`config.mk`:
```
export PLATFORM = sky130hd
export DESIGN_NAME = pipeControlTop
export DESIGN_NICKNAME = d
export VERILOG_FILES = /design/src/hdl/hazardPkg.sv /design/src/hdl/pipeCtrlPkg.sv /design/src/hdl/hazardDetect.sv /design/src/hdl/occupancyTrack.sv /design/src/hdl/pipeControlTop.sv /design/src/hdl/pipelineControl.sv /design/src/hdl/stageSlot.sv
export SDC_FILE = /design/constraint.sdc
export NUM_CORES = 1
export LEC_CHECK = 0
export BUFFER_PORTS_ARGS = -buffer_cell sky130_fd_sc_hd__buf_2
export CORE_MARGIN = 4
export CORE_UTILIZATION = 35
export CTS_BUF_LIST = sky130_fd_sc_hd__clkbuf_4
export DETAILED_ROUTE_END_ITERATION = 10
export HOLD_SLACK_MARGIN = 0.05
export PLACE_DENSITY = 0.65
export RECOVER_POWER = 100
export SYNTH_ARGS = -nofsm -noshare
export SYNTH_HDL_FRONTEND = slang
export SYNTH_SLANG_ARGS = --single-unit
```
`constraint.sdc`:
```
create_clock -name clk -period 2 [get_ports clk]
set_clock_uncertainty 0.2 [all_clocks]
set_input_delay 0 -clock clk [delete_from_list [all_inputs] [get_ports clk]]
set_output_delay 0 -clock clk [all_outputs]
set_load 0.02 [all_outputs]
```
`src/hdl/hazardPkg.sv`:
```
package hazardPkg;

    localparam int REG_W = 5;

    // Instruction currently in decode
    typedef struct packed {
        logic             valid;
        logic [REG_W-1:0] rs;
        logic [REG_W-1:0] rt;
        logic [REG_W-1:0] dest;
        logic             isLoad;
    } decodeInstT;

    // Back-end slot as seen by the load-use check
    typedef struct packed {
        logic             valid;
        logic [REG_W-1:0] dest;
        logic             isLoad;
    } loadSlotT;

    // Writeback only needs the destination
    typedef struct packed {
        logic             valid;
        logic [REG_W-1:0] dest;
    } retireSlotT;

    typedef struct packed {
        logic exStall;
        logic mem1Stall;
        logic mem2Stall;
    } hazardT;

endpackage

```
`src/hdl/pipeCtrlPkg.sv`:
```
package pipeCtrlPkg;

    localparam int NUM_STAGES = 7;

    // Stage order matches the bit order of wr and flush
    typedef enum logic [2:0] {
        stPreIf,
        stIf,
        stId,
        stExe,
        stMem,
        stMem2,
        stWb
    } stageE;

    // Event inputs from caches, TLBs, mult/div and branch unit
    typedef struct packed {
        logic dTlbStall;
        logic iTlbStall;
        logic dCacheBusy;
        logic iCacheBusy;
        logic multDivBusy;
        logic exceptionFlush;
        logic predictFailed;
        logic flushAll;       // Mispredict that also drops exe
        logic isBranchLikely;
        logic isTaken;
    } stallInT;

    typedef struct packed {
        logic id;
        logic exe;   // HI/LO write kill
        logic mem;   // CP0 write kill
        logic wb;
    } disWrT;

    typedef struct packed {
        logic [NUM_STAGES-1:0] wr;     // Indexed by stageE
        logic [NUM_STAGES-1:1] flush;  // No flush for preIf
        disWrT                 disWr;
        logic                  iReqValid;
        logic                  dReqValid;
        logic                  iCacheStall;
        logic                  dCacheStall;
    } ctrlWordT;

endpackage

```
`src/hdl/hazardDetect.sv`:
```
`timescale 1ns/1ps

module hazardDetect (
    input  hazardPkg::decodeInstT decodeInst,
    input  hazardPkg::loadSlotT   exeSlot,
    input  hazardPkg::loadSlotT   memSlot,
    input  hazardPkg::loadSlotT   mem2Slot,
    output hazardPkg::hazardT     hazard
);

    // Load in a later stage writes a register that decode reads
    function automatic logic loadUse(
        input hazardPkg::decodeInstT inst,
        input hazardPkg::loadSlotT   slot
    );
        logic srcMatch;
        srcMatch = (slot.dest == inst.rs) || (slot.dest == inst.rt);
        return inst.valid && slot.valid && slot.isLoad
               && (slot.dest != '0) && srcMatch;  // $zero never carries data
    endfunction

    always_comb begin
        hazard.exStall   = loadUse(decodeInst, exeSlot);
        hazard.mem1Stall = loadUse(decodeInst, memSlot);
        hazard.mem2Stall = loadUse(decodeInst, mem2Slot);

        // A bubble in decode must never hold the front end
        if (!decodeInst.valid) begin
            assert (hazard == '0)
                else $error("hazardDetect: stall %b with invalid decode", hazard);
        end
    end

endmodule

```
`src/hdl/occupancyTrack.sv`:
```
`timescale 1ns/1ps

module occupancyTrack (
    input  logic                  clk,
    input  logic                  reset,
    input  pipeCtrlPkg::ctrlWordT ctrl,
    input  hazardPkg::decodeInstT decodeInst,
    output hazardPkg::loadSlotT   exeSlot,
    output hazardPkg::loadSlotT   memSlot,
    output hazardPkg::loadSlotT   mem2Slot,
    output hazardPkg::retireSlotT wbSlot
);

    hazardPkg::loadSlotT   exeIn;
    hazardPkg::retireSlotT wbIn;

    // Only the destination and load flag travel past decode
    assign exeIn = hazardPkg::loadSlotT'{
        valid:  decodeInst.valid,
        dest:   decodeInst.dest,
        isLoad: decodeInst.isLoad
    };
    assign wbIn = hazardPkg::retireSlotT'{valid: mem2Slot.valid, dest: mem2Slot.dest};

    stageSlot #(.slotT(hazardPkg::loadSlotT)) exeStage_i (
        .clk   (clk),
        .reset (reset),
        .wr    (ctrl.wr[pipeCtrlPkg::stExe]),
        .flush (ctrl.flush[pipeCtrlPkg::stExe]),
        .prev  (exeIn),
        .cur   (exeSlot)
    );

    stageSlot #(.slotT(hazardPkg::loadSlotT)) memStage_i (
        .clk   (clk),
        .reset (reset),
        .wr    (ctrl.wr[pipeCtrlPkg::stMem]),
        .flush (ctrl.flush[pipeCtrlPkg::stMem]),
        .prev  (exeSlot),
        .cur   (memSlot)
    );

    stageSlot #(.slotT(hazardPkg::loadSlotT)) mem2Stage_i (
        .clk   (clk),
        .reset (reset),
        .wr    (ctrl.wr[pipeCtrlPkg::stMem2]),
        .flush (ctrl.flush[pipeCtrlPkg::stMem2]),
        .prev  (memSlot),
        .cur   (mem2Slot)
    );

    stageSlot #(.slotT(hazardPkg::retireSlotT)) wbStage_i (
        .clk   (clk),
        .reset (reset),
        .wr    (ctrl.wr[pipeCtrlPkg::stWb]),
        .flush (ctrl.flush[pipeCtrlPkg::stWb]),
        .prev  (wbIn),
        .cur   (wbSlot)
    );

endmodule

```
`src/hdl/pipeControlTop.sv`:
```
`timescale 1ns/1ps

module pipeControlTop (
    input  logic                  clk,
    input  logic                  reset,
    input  pipeCtrlPkg::stallInT  events,
    input  hazardPkg::decodeInstT decodeInst,
    output pipeCtrlPkg::ctrlWordT ctrl,
    output hazardPkg::loadSlotT   exeSlot,
    output hazardPkg::loadSlotT   memSlot,
    output hazardPkg::loadSlotT   mem2Slot,
    output hazardPkg::retireSlotT wbSlot
);

    hazardPkg::hazardT hazard;  // Load-use stalls for this cycle

    hazardDetect hazardDetect_i (
        .decodeInst (decodeInst),
        .exeSlot    (exeSlot),
        .memSlot    (memSlot),
        .mem2Slot   (mem2Slot),
        .hazard     (hazard)
    );

    pipelineControl pipelineControl_i (
        .events (events),
        .hazard (hazard),
        .ctrl   (ctrl)
    );

    // Slots follow the same wr/flush the datapath sees
    occupancyTrack occupancyTrack_i (
        .clk        (clk),
        .reset      (reset),
        .ctrl       (ctrl),
        .decodeInst (decodeInst),
        .exeSlot    (exeSlot),
        .memSlot    (memSlot),
        .mem2Slot   (mem2Slot),
        .wbSlot     (wbSlot)
    );

endmodule

```
`src/hdl/pipelineControl.sv`:
```
`timescale 1ns/1ps

module pipelineControl (
    input  pipeCtrlPkg::stallInT  events,
    input  hazardPkg::hazardT     hazard,
    output pipeCtrlPkg::ctrlWordT ctrl
);

    logic memSideStall;
    logic busStall;       // Cache, TLB or mult/div holds everything
    logic anyHazard;
    logic brLikelyFlush;  // Taken branch-likely kills its delay slot
    logic allMoving;

    assign memSideStall  = events.dTlbStall || events.dCacheBusy;
    assign busStall      = memSideStall || events.iTlbStall || events.iCacheBusy
                           || events.multDivBusy;
    assign anyHazard     = hazard.exStall || hazard.mem1Stall || hazard.mem2Stall;
    assign brLikelyFlush = events.isBranchLikely && events.isTaken;

    always_comb begin
        ctrl = '0;

        if (busStall) begin
            ctrl.disWr.mem   = 1'b1;
            ctrl.disWr.wb    = 1'b1;
            ctrl.iCacheStall = 1'b1;
            ctrl.dCacheStall = 1'b1;
        end else if (events.exceptionFlush) begin
            ctrl.wr[pipeCtrlPkg::stPreIf] = 1'b1;
            ctrl.wr[pipeCtrlPkg::stMem2]  = 1'b1;
            ctrl.wr[pipeCtrlPkg::stWb]    = 1'b1;
            ctrl.flush[pipeCtrlPkg::stMem:pipeCtrlPkg::stIf] = '1;  // Kill if..mem
            ctrl.disWr.mem = 1'b1;
        end else if (events.flushAll) begin
            ctrl.wr[pipeCtrlPkg::stPreIf] = 1'b1;
            ctrl.wr[pipeCtrlPkg::stWb:pipeCtrlPkg::stExe] = '1;
            ctrl.flush[pipeCtrlPkg::stExe:pipeCtrlPkg::stIf] = '1;
        end else if (hazard.mem2Stall) begin
            ctrl.wr[pipeCtrlPkg::stMem2]    = 1'b1;
            ctrl.wr[pipeCtrlPkg::stWb]      = 1'b1;
            ctrl.flush[pipeCtrlPkg::stMem2] = 1'b1;  // Bubble into mem2
            ctrl.disWr.mem   = 1'b1;
            ctrl.iCacheStall = 1'b1;
        end else if (hazard.mem1Stall) begin
            ctrl.wr[pipeCtrlPkg::stWb:pipeCtrlPkg::stMem] = '1;
            ctrl.flush[pipeCtrlPkg::stMem] = 1'b1;
            ctrl.iCacheStall = 1'b1;
        end else if (hazard.exStall) begin
            ctrl.wr[pipeCtrlPkg::stWb:pipeCtrlPkg::stExe] = '1;
            ctrl.flush[pipeCtrlPkg::stExe] = 1'b1;
            ctrl.disWr.id    = 1'b1;
            ctrl.iCacheStall = 1'b1;
        end else if (events.predictFailed) begin
            ctrl.wr[pipeCtrlPkg::stPreIf] = 1'b1;
            ctrl.wr[pipeCtrlPkg::stWb:pipeCtrlPkg::stExe] = '1;
            ctrl.flush[pipeCtrlPkg::stIf]  = 1'b1;
            ctrl.flush[pipeCtrlPkg::stId]  = 1'b1;
            ctrl.flush[pipeCtrlPkg::stExe] = brLikelyFlush;
        end else begin
            ctrl.wr = '1;
            ctrl.flush[pipeCtrlPkg::stExe] = brLikelyFlush;
        end

        // exe write-disable has an order of its own
        if (events.exceptionFlush) begin
            ctrl.disWr.exe = 1'b1;
        end else if (events.flushAll) begin
            ctrl.disWr.exe = 1'b0;
        end else begin
            ctrl.disWr.exe = hazard.mem1Stall || events.multDivBusy;
        end

        ctrl.iReqValid = !(events.exceptionFlush || anyHazard
                           || events.predictFailed || events.flushAll);
        ctrl.dReqValid = !events.exceptionFlush;

        // The D side only ever stalls together with the I side
        assert (!ctrl.dCacheStall || ctrl.iCacheStall)
            else $error("pipelineControl: dCacheStall without iCacheStall");
    end

    // Every stage either advances or is emptied
    assign allMoving = ctrl.wr[pipeCtrlPkg::stPreIf]
                       && (&(ctrl.wr[pipeCtrlPkg::NUM_STAGES-1:1] | ctrl.flush));

    always_comb begin
        if (!busStall && !anyHazard && !events.predictFailed && !events.exceptionFlush) begin
            assert (allMoving)
                else $error("pipelineControl: stage frozen with no stall cause");
        end
    end

endmodule

```
`src/hdl/stageSlot.sv`:
```
`timescale 1ns/1ps

module stageSlot #(
    parameter type slotT = logic
) (
    input  logic clk,
    input  logic reset,
    input  logic wr,
    input  logic flush,
    input  slotT prev,
    output slotT cur
);

    always_ff @(posedge clk) begin
        if (reset || flush) begin
            cur <= '0;       // Empty slot
        end else if (wr) begin
            cur <= prev;
        end                  // Otherwise hold through the stall
    end

    // Downstream hazard checks rely on a defined slot
    slotKnown: assert property (
        @(posedge clk) disable iff (reset) !$isunknown(cur)
    ) else $error("stageSlot: unknown contents after reset");

endmodule

```
### Yosys cells after proc, flatten, opt, wreduce, memory -nomap -nowiden

Cells that the tools add are included.

* logic and storage cells: 95
* output and inout bits: 48
* register bits after elaboration: 27

* reductions and logical operators: 34
* muxes and demuxes: 44
* equal/unequal tests: 6

Operators with widths (count)
* 2-to-1 mux 4 bit: 10
* == test 5 bit: 6
* 2-to-1 mux 1 bit: 20
* logical OR 1 bit: 16
* nonzero test 5 bit: 3
* 2-to-1 mux 2 bit: 7
* logical AND 1 bit: 13
* 2-to-1 mux 5 bit: 2
* 2-to-1 mux 3 bit: 3
* 2-to-1 mux 7 bit: 1
* 2-to-1 mux 6 bit: 1
* zero test 1 bit: 2

### Depth between registers and ports, before layout

* depth after elaboration: 14
* mapped depth: 7
* mapped depth without buffers: 6

### Modules after synthesis

From an unflattened synthesis, not the netlist that was laid out.

* cell total of the unflattened synthesis: 183
* area total of the unflattened synthesis: 1590.3 um^2

By module, submodules not included
* stageSlot (occupancyTrack_i.exeStage_i ...): times used 3, cells each 24, area an instance 252.7 um^2
* hazardDetect: times used 1, cells each 51, area an instance 386.6 um^2
* pipelineControl: times used 1, cells each 39, area an instance 226.5 um^2
* stageSlot (occupancyTrack_i.wbStage_i): times used 1, cells each 21, area an instance 219.0 um^2

### Worst setup path before layout

OpenSTA, ideal clock, no wires.

* path type: flip-flop to output port
* from: register occupancyTrack_i.memStage_i.cur[5] (netlist name)
* to: output ctrl[16] (netlist name)
* data arrival time: 2423 ps
* data required time: 1800 ps
* slack: -623 ps
* cell stages (with the launch flop): 7
* cell sequence: dfxtp_1 or4_1 o2111ai_2 o22ai_1 nand2b_1 nor3_1 buf_4

RTL lines
* start, declared: line stageSlot.sv:11 `output slotT cur`
* start signal, assigned: line stageSlot.sv:18 `cur <= prev;`
* end, declared: line pipeControlTop.sv:8 `output pipeCtrlPkg::ctrlWordT ctrl,`

==> flow_metrics.tcl <==
set metrics [dict create \
    nNetsFinal 356 \
    endpoint_kind "output port" \
    drc_errors 0 \
    globalRouteTotalUtil_pct 19.5 \
    portBuffers 75 \
    die_w_um 77.0 \
    final_max_slew_viol_count 0 \
    final_util_pct 63.3 \
    grt-ovfl-total 0 \
    syn2layout_area_growth_pct 70.1 \
    rsz0062_at_grt "true" \
    viasPerCell 5.18 \
    synth_edf_count 0 \
    cp-start-kind "flop" \
    ys_seq_elements 27 \
    die-area_mm2 0.00593 \
    htreeDepth 1 \
    slew_headroom_pct 65.3 \
    crit_required_ps 1800 \
    drive_above_1_share_pct 52.1 \
    post-route-min-period_ps 2410 \
    post-place-ws_ps -316 \
    crit_type "reg2out" \
    cap_violations 0 \
    rows 24 \
    synthFlopType "dfxtp_1" \
    pwr-share-clk_pct 25.6 \
    synth_area_per_cell_um2 7.86 \
    cp_max_fo 5 \
    ys_seq_area_share_pct 32.5 \
    drt_wl_total_mm 6.32 \
    drt_first_pass_iters 4 \
    outcome "finished with violations" \
    r2r_start "occupancyTrack_i.memStage_i.cur[5]" \
    swShare_pct 28.5 \
    cp.arrival_ps 2210 \
    violations "negative setup slack" \
    cts-buffers-inserted 3 \
    min_period_over_period_pct 121 \
    path_clk_slew_ps 160 \
    comb_power_share_pct 18.6 \
    insertion_delay_ps 330 \
    worst_slack_ps -410 \
    drt-initial-drc-count 105 \
    cp-startpoint "occupancyTrack_i.memStage_i.cur[5]" \
    antenna_cells 0 \
    p_per_area_mw_per_mm2 339 \
    cts_tree "yes" \
    p_seq_share_pct 55.7 \
    finalHoldWorstSlack_ps 114 \
    netlist_area_mm2 0.00167 \
    cts_sinks 27 \
    async_reset_ff_share_pct 0 \
    die_height_um 77.0 \
    grt_first_pass_wirelength_mm 9.47 \
    antenna_left 0 \
    hold_class "in2reg" \
    p_int_w 0.000687 \
    tightestPinTransition_ps 518 \
    syn_inst 212 \
    core_mm2 0.00447 \
    grt_max_degree 21 \
    min_from "events[2]" \
    wl_per_cell_um 16.7 \
    vias 1959 \
    clock_path_buffers 2 \
    synth_warnings 0 \
    setup_viol 36 \
    gp_congestion 0.882 \
    final_cell_mix "buf_2 (55), buf_4 (37), nand2_1 (34)" \
    fmax_ghz 0.415 \
    dp_hpwl_mm 4.20 \
    p_switching_w 0.000274 \
    final-hold-violation-count 0 \
    fin_setup_tns_ps -9430 \
    grt_pass1_vias 1937 \
    ir_drop_mv 0.226 \
    antenna_found_initial 0 \
    synth_cell_type_count 34 \
    syn_nets 241 \
    final_common_cell "buf_2" \
    leakagePower_nw 1.24 \
    cts_root_buf "clkbuf_4" \
    finalPower_w 0.000960 \
    start_util_pct 37.2 \
    num_io_pins 77 \
]
worst max-delay path, stage by stage, from the launching register on:
cell and delay [ps]:
dfxtp_4 390, or4_4 550, o2111ai_4 290, o22ai_4 140, nand2b_4 200, nor3_4 140
buf_4 170
synth_stat cells, types with 2 or more instances:
master    number  area [µm²]
inv_1          2        7.51
a21oi_1       16        80.1
nor2_1        20        75.1
mux2i_1        7        70.1
a22oi_1        3        22.5
clkbuf_1       5        18.8
xnor2_1       10        87.6
nand3_1       10        50.1
nand2_1       34         128
a221oi_1       6        52.6
xor2_1        20         175
or2_2          2        12.5
buf_4         12        90.1
dfxtp_1       27         541
o21ai_0       10        50.1
or4_1          2        15.0
nor3_1         8        40.0
o22ai_1        2        12.5
registers in the layout, indices dropped and copies added (netlist names):
| name | flops |
|---|---|
| occupancyTrack_i.exeStage_i.cur | 7 |
| occupancyTrack_i.mem2Stage_i.cur | 7 |
| occupancyTrack_i.memStage_i.cur | 7 |
| occupancyTrack_i.wbStage_i.cur | 6 |
layout make-up:
class,count,area (µm²)
Clock inverter,1,5.00
Sequential cell,27,561
Inverter,3,11.3
Clock buffer,3,22.5
Fill cell,372,1640
Tap cell,52,65.1
Timing Repair Buffer,128,902
Multi-Input combinational cell,164,1270
cell families (layout without fill, tap and decap cells):
group           after synthesis  in the layout  synth area share, %
compound gates               46             46                 19.1
xor+xnor                     30             30                 15.8
buf+inv                      21            135                 7.51
flops                        27             27                 32.5
mux                           7              7                 4.21
other cells                   1              1                0.225
simple gates                 80             80                 20.7
through the flow:
step           instance area, µm²  instances
2_1_floorplan                1760        212
5_1_grt                      2830        378
3_5_place_dp                 2290        350
4_1_cts                      2590        371
6_report                     2830        378
3_3_place_gp                 2290        350
final timing paths:
path	to	slack, ps	depth (start not counted)
worst max-delay path	ctrl[15]	-410	6
worst min-delay path	occupancyTrack_i.exeStage_i.cur[3]	110	4
worst max register to register	occupancyTrack_i.memStage_i.cur[5]	-330	6
worst min register to register	occupancyTrack_i.wbStage_i.cur[5]	260	2
per-layer routing:
metal	global-route usage (%)	vias up	share of wire (%)
li1	-	959	-
met1	23.1	911	39
met2	34.5	81	51
met3	4.57	8	7.6
met4	6.58	0	1.7
met5	0	-	0
power groups by stage:
| stage | registers, W | clock network (W) | logic (W) |
|---|---|---|---|
| after floorplan | 0.000551 | 0 | 0.0000736 |
| after global placement | 0.000549 | 0 | 0.000137 |
| after detailed placement | 0.000549 | 0 | 0.000139 |
| after CTS | 0.000536 | 0.000242 | 0.000159 |
| after global routing | 0.000536 | 0.000262 | 0.000192 |
| final | 0.000535 | 0.000246 | 0.000179 |
what timing repair did:
item	CTS	global route
endpoints found under the hold margin	26	0
endpoints found under the setup margin	29	36
setup buffers	8	8
hold buffers	9	0
resized for setup	35	46
pin swaps	11	25
Note: power is estimated with default switching activity, not from simulation.
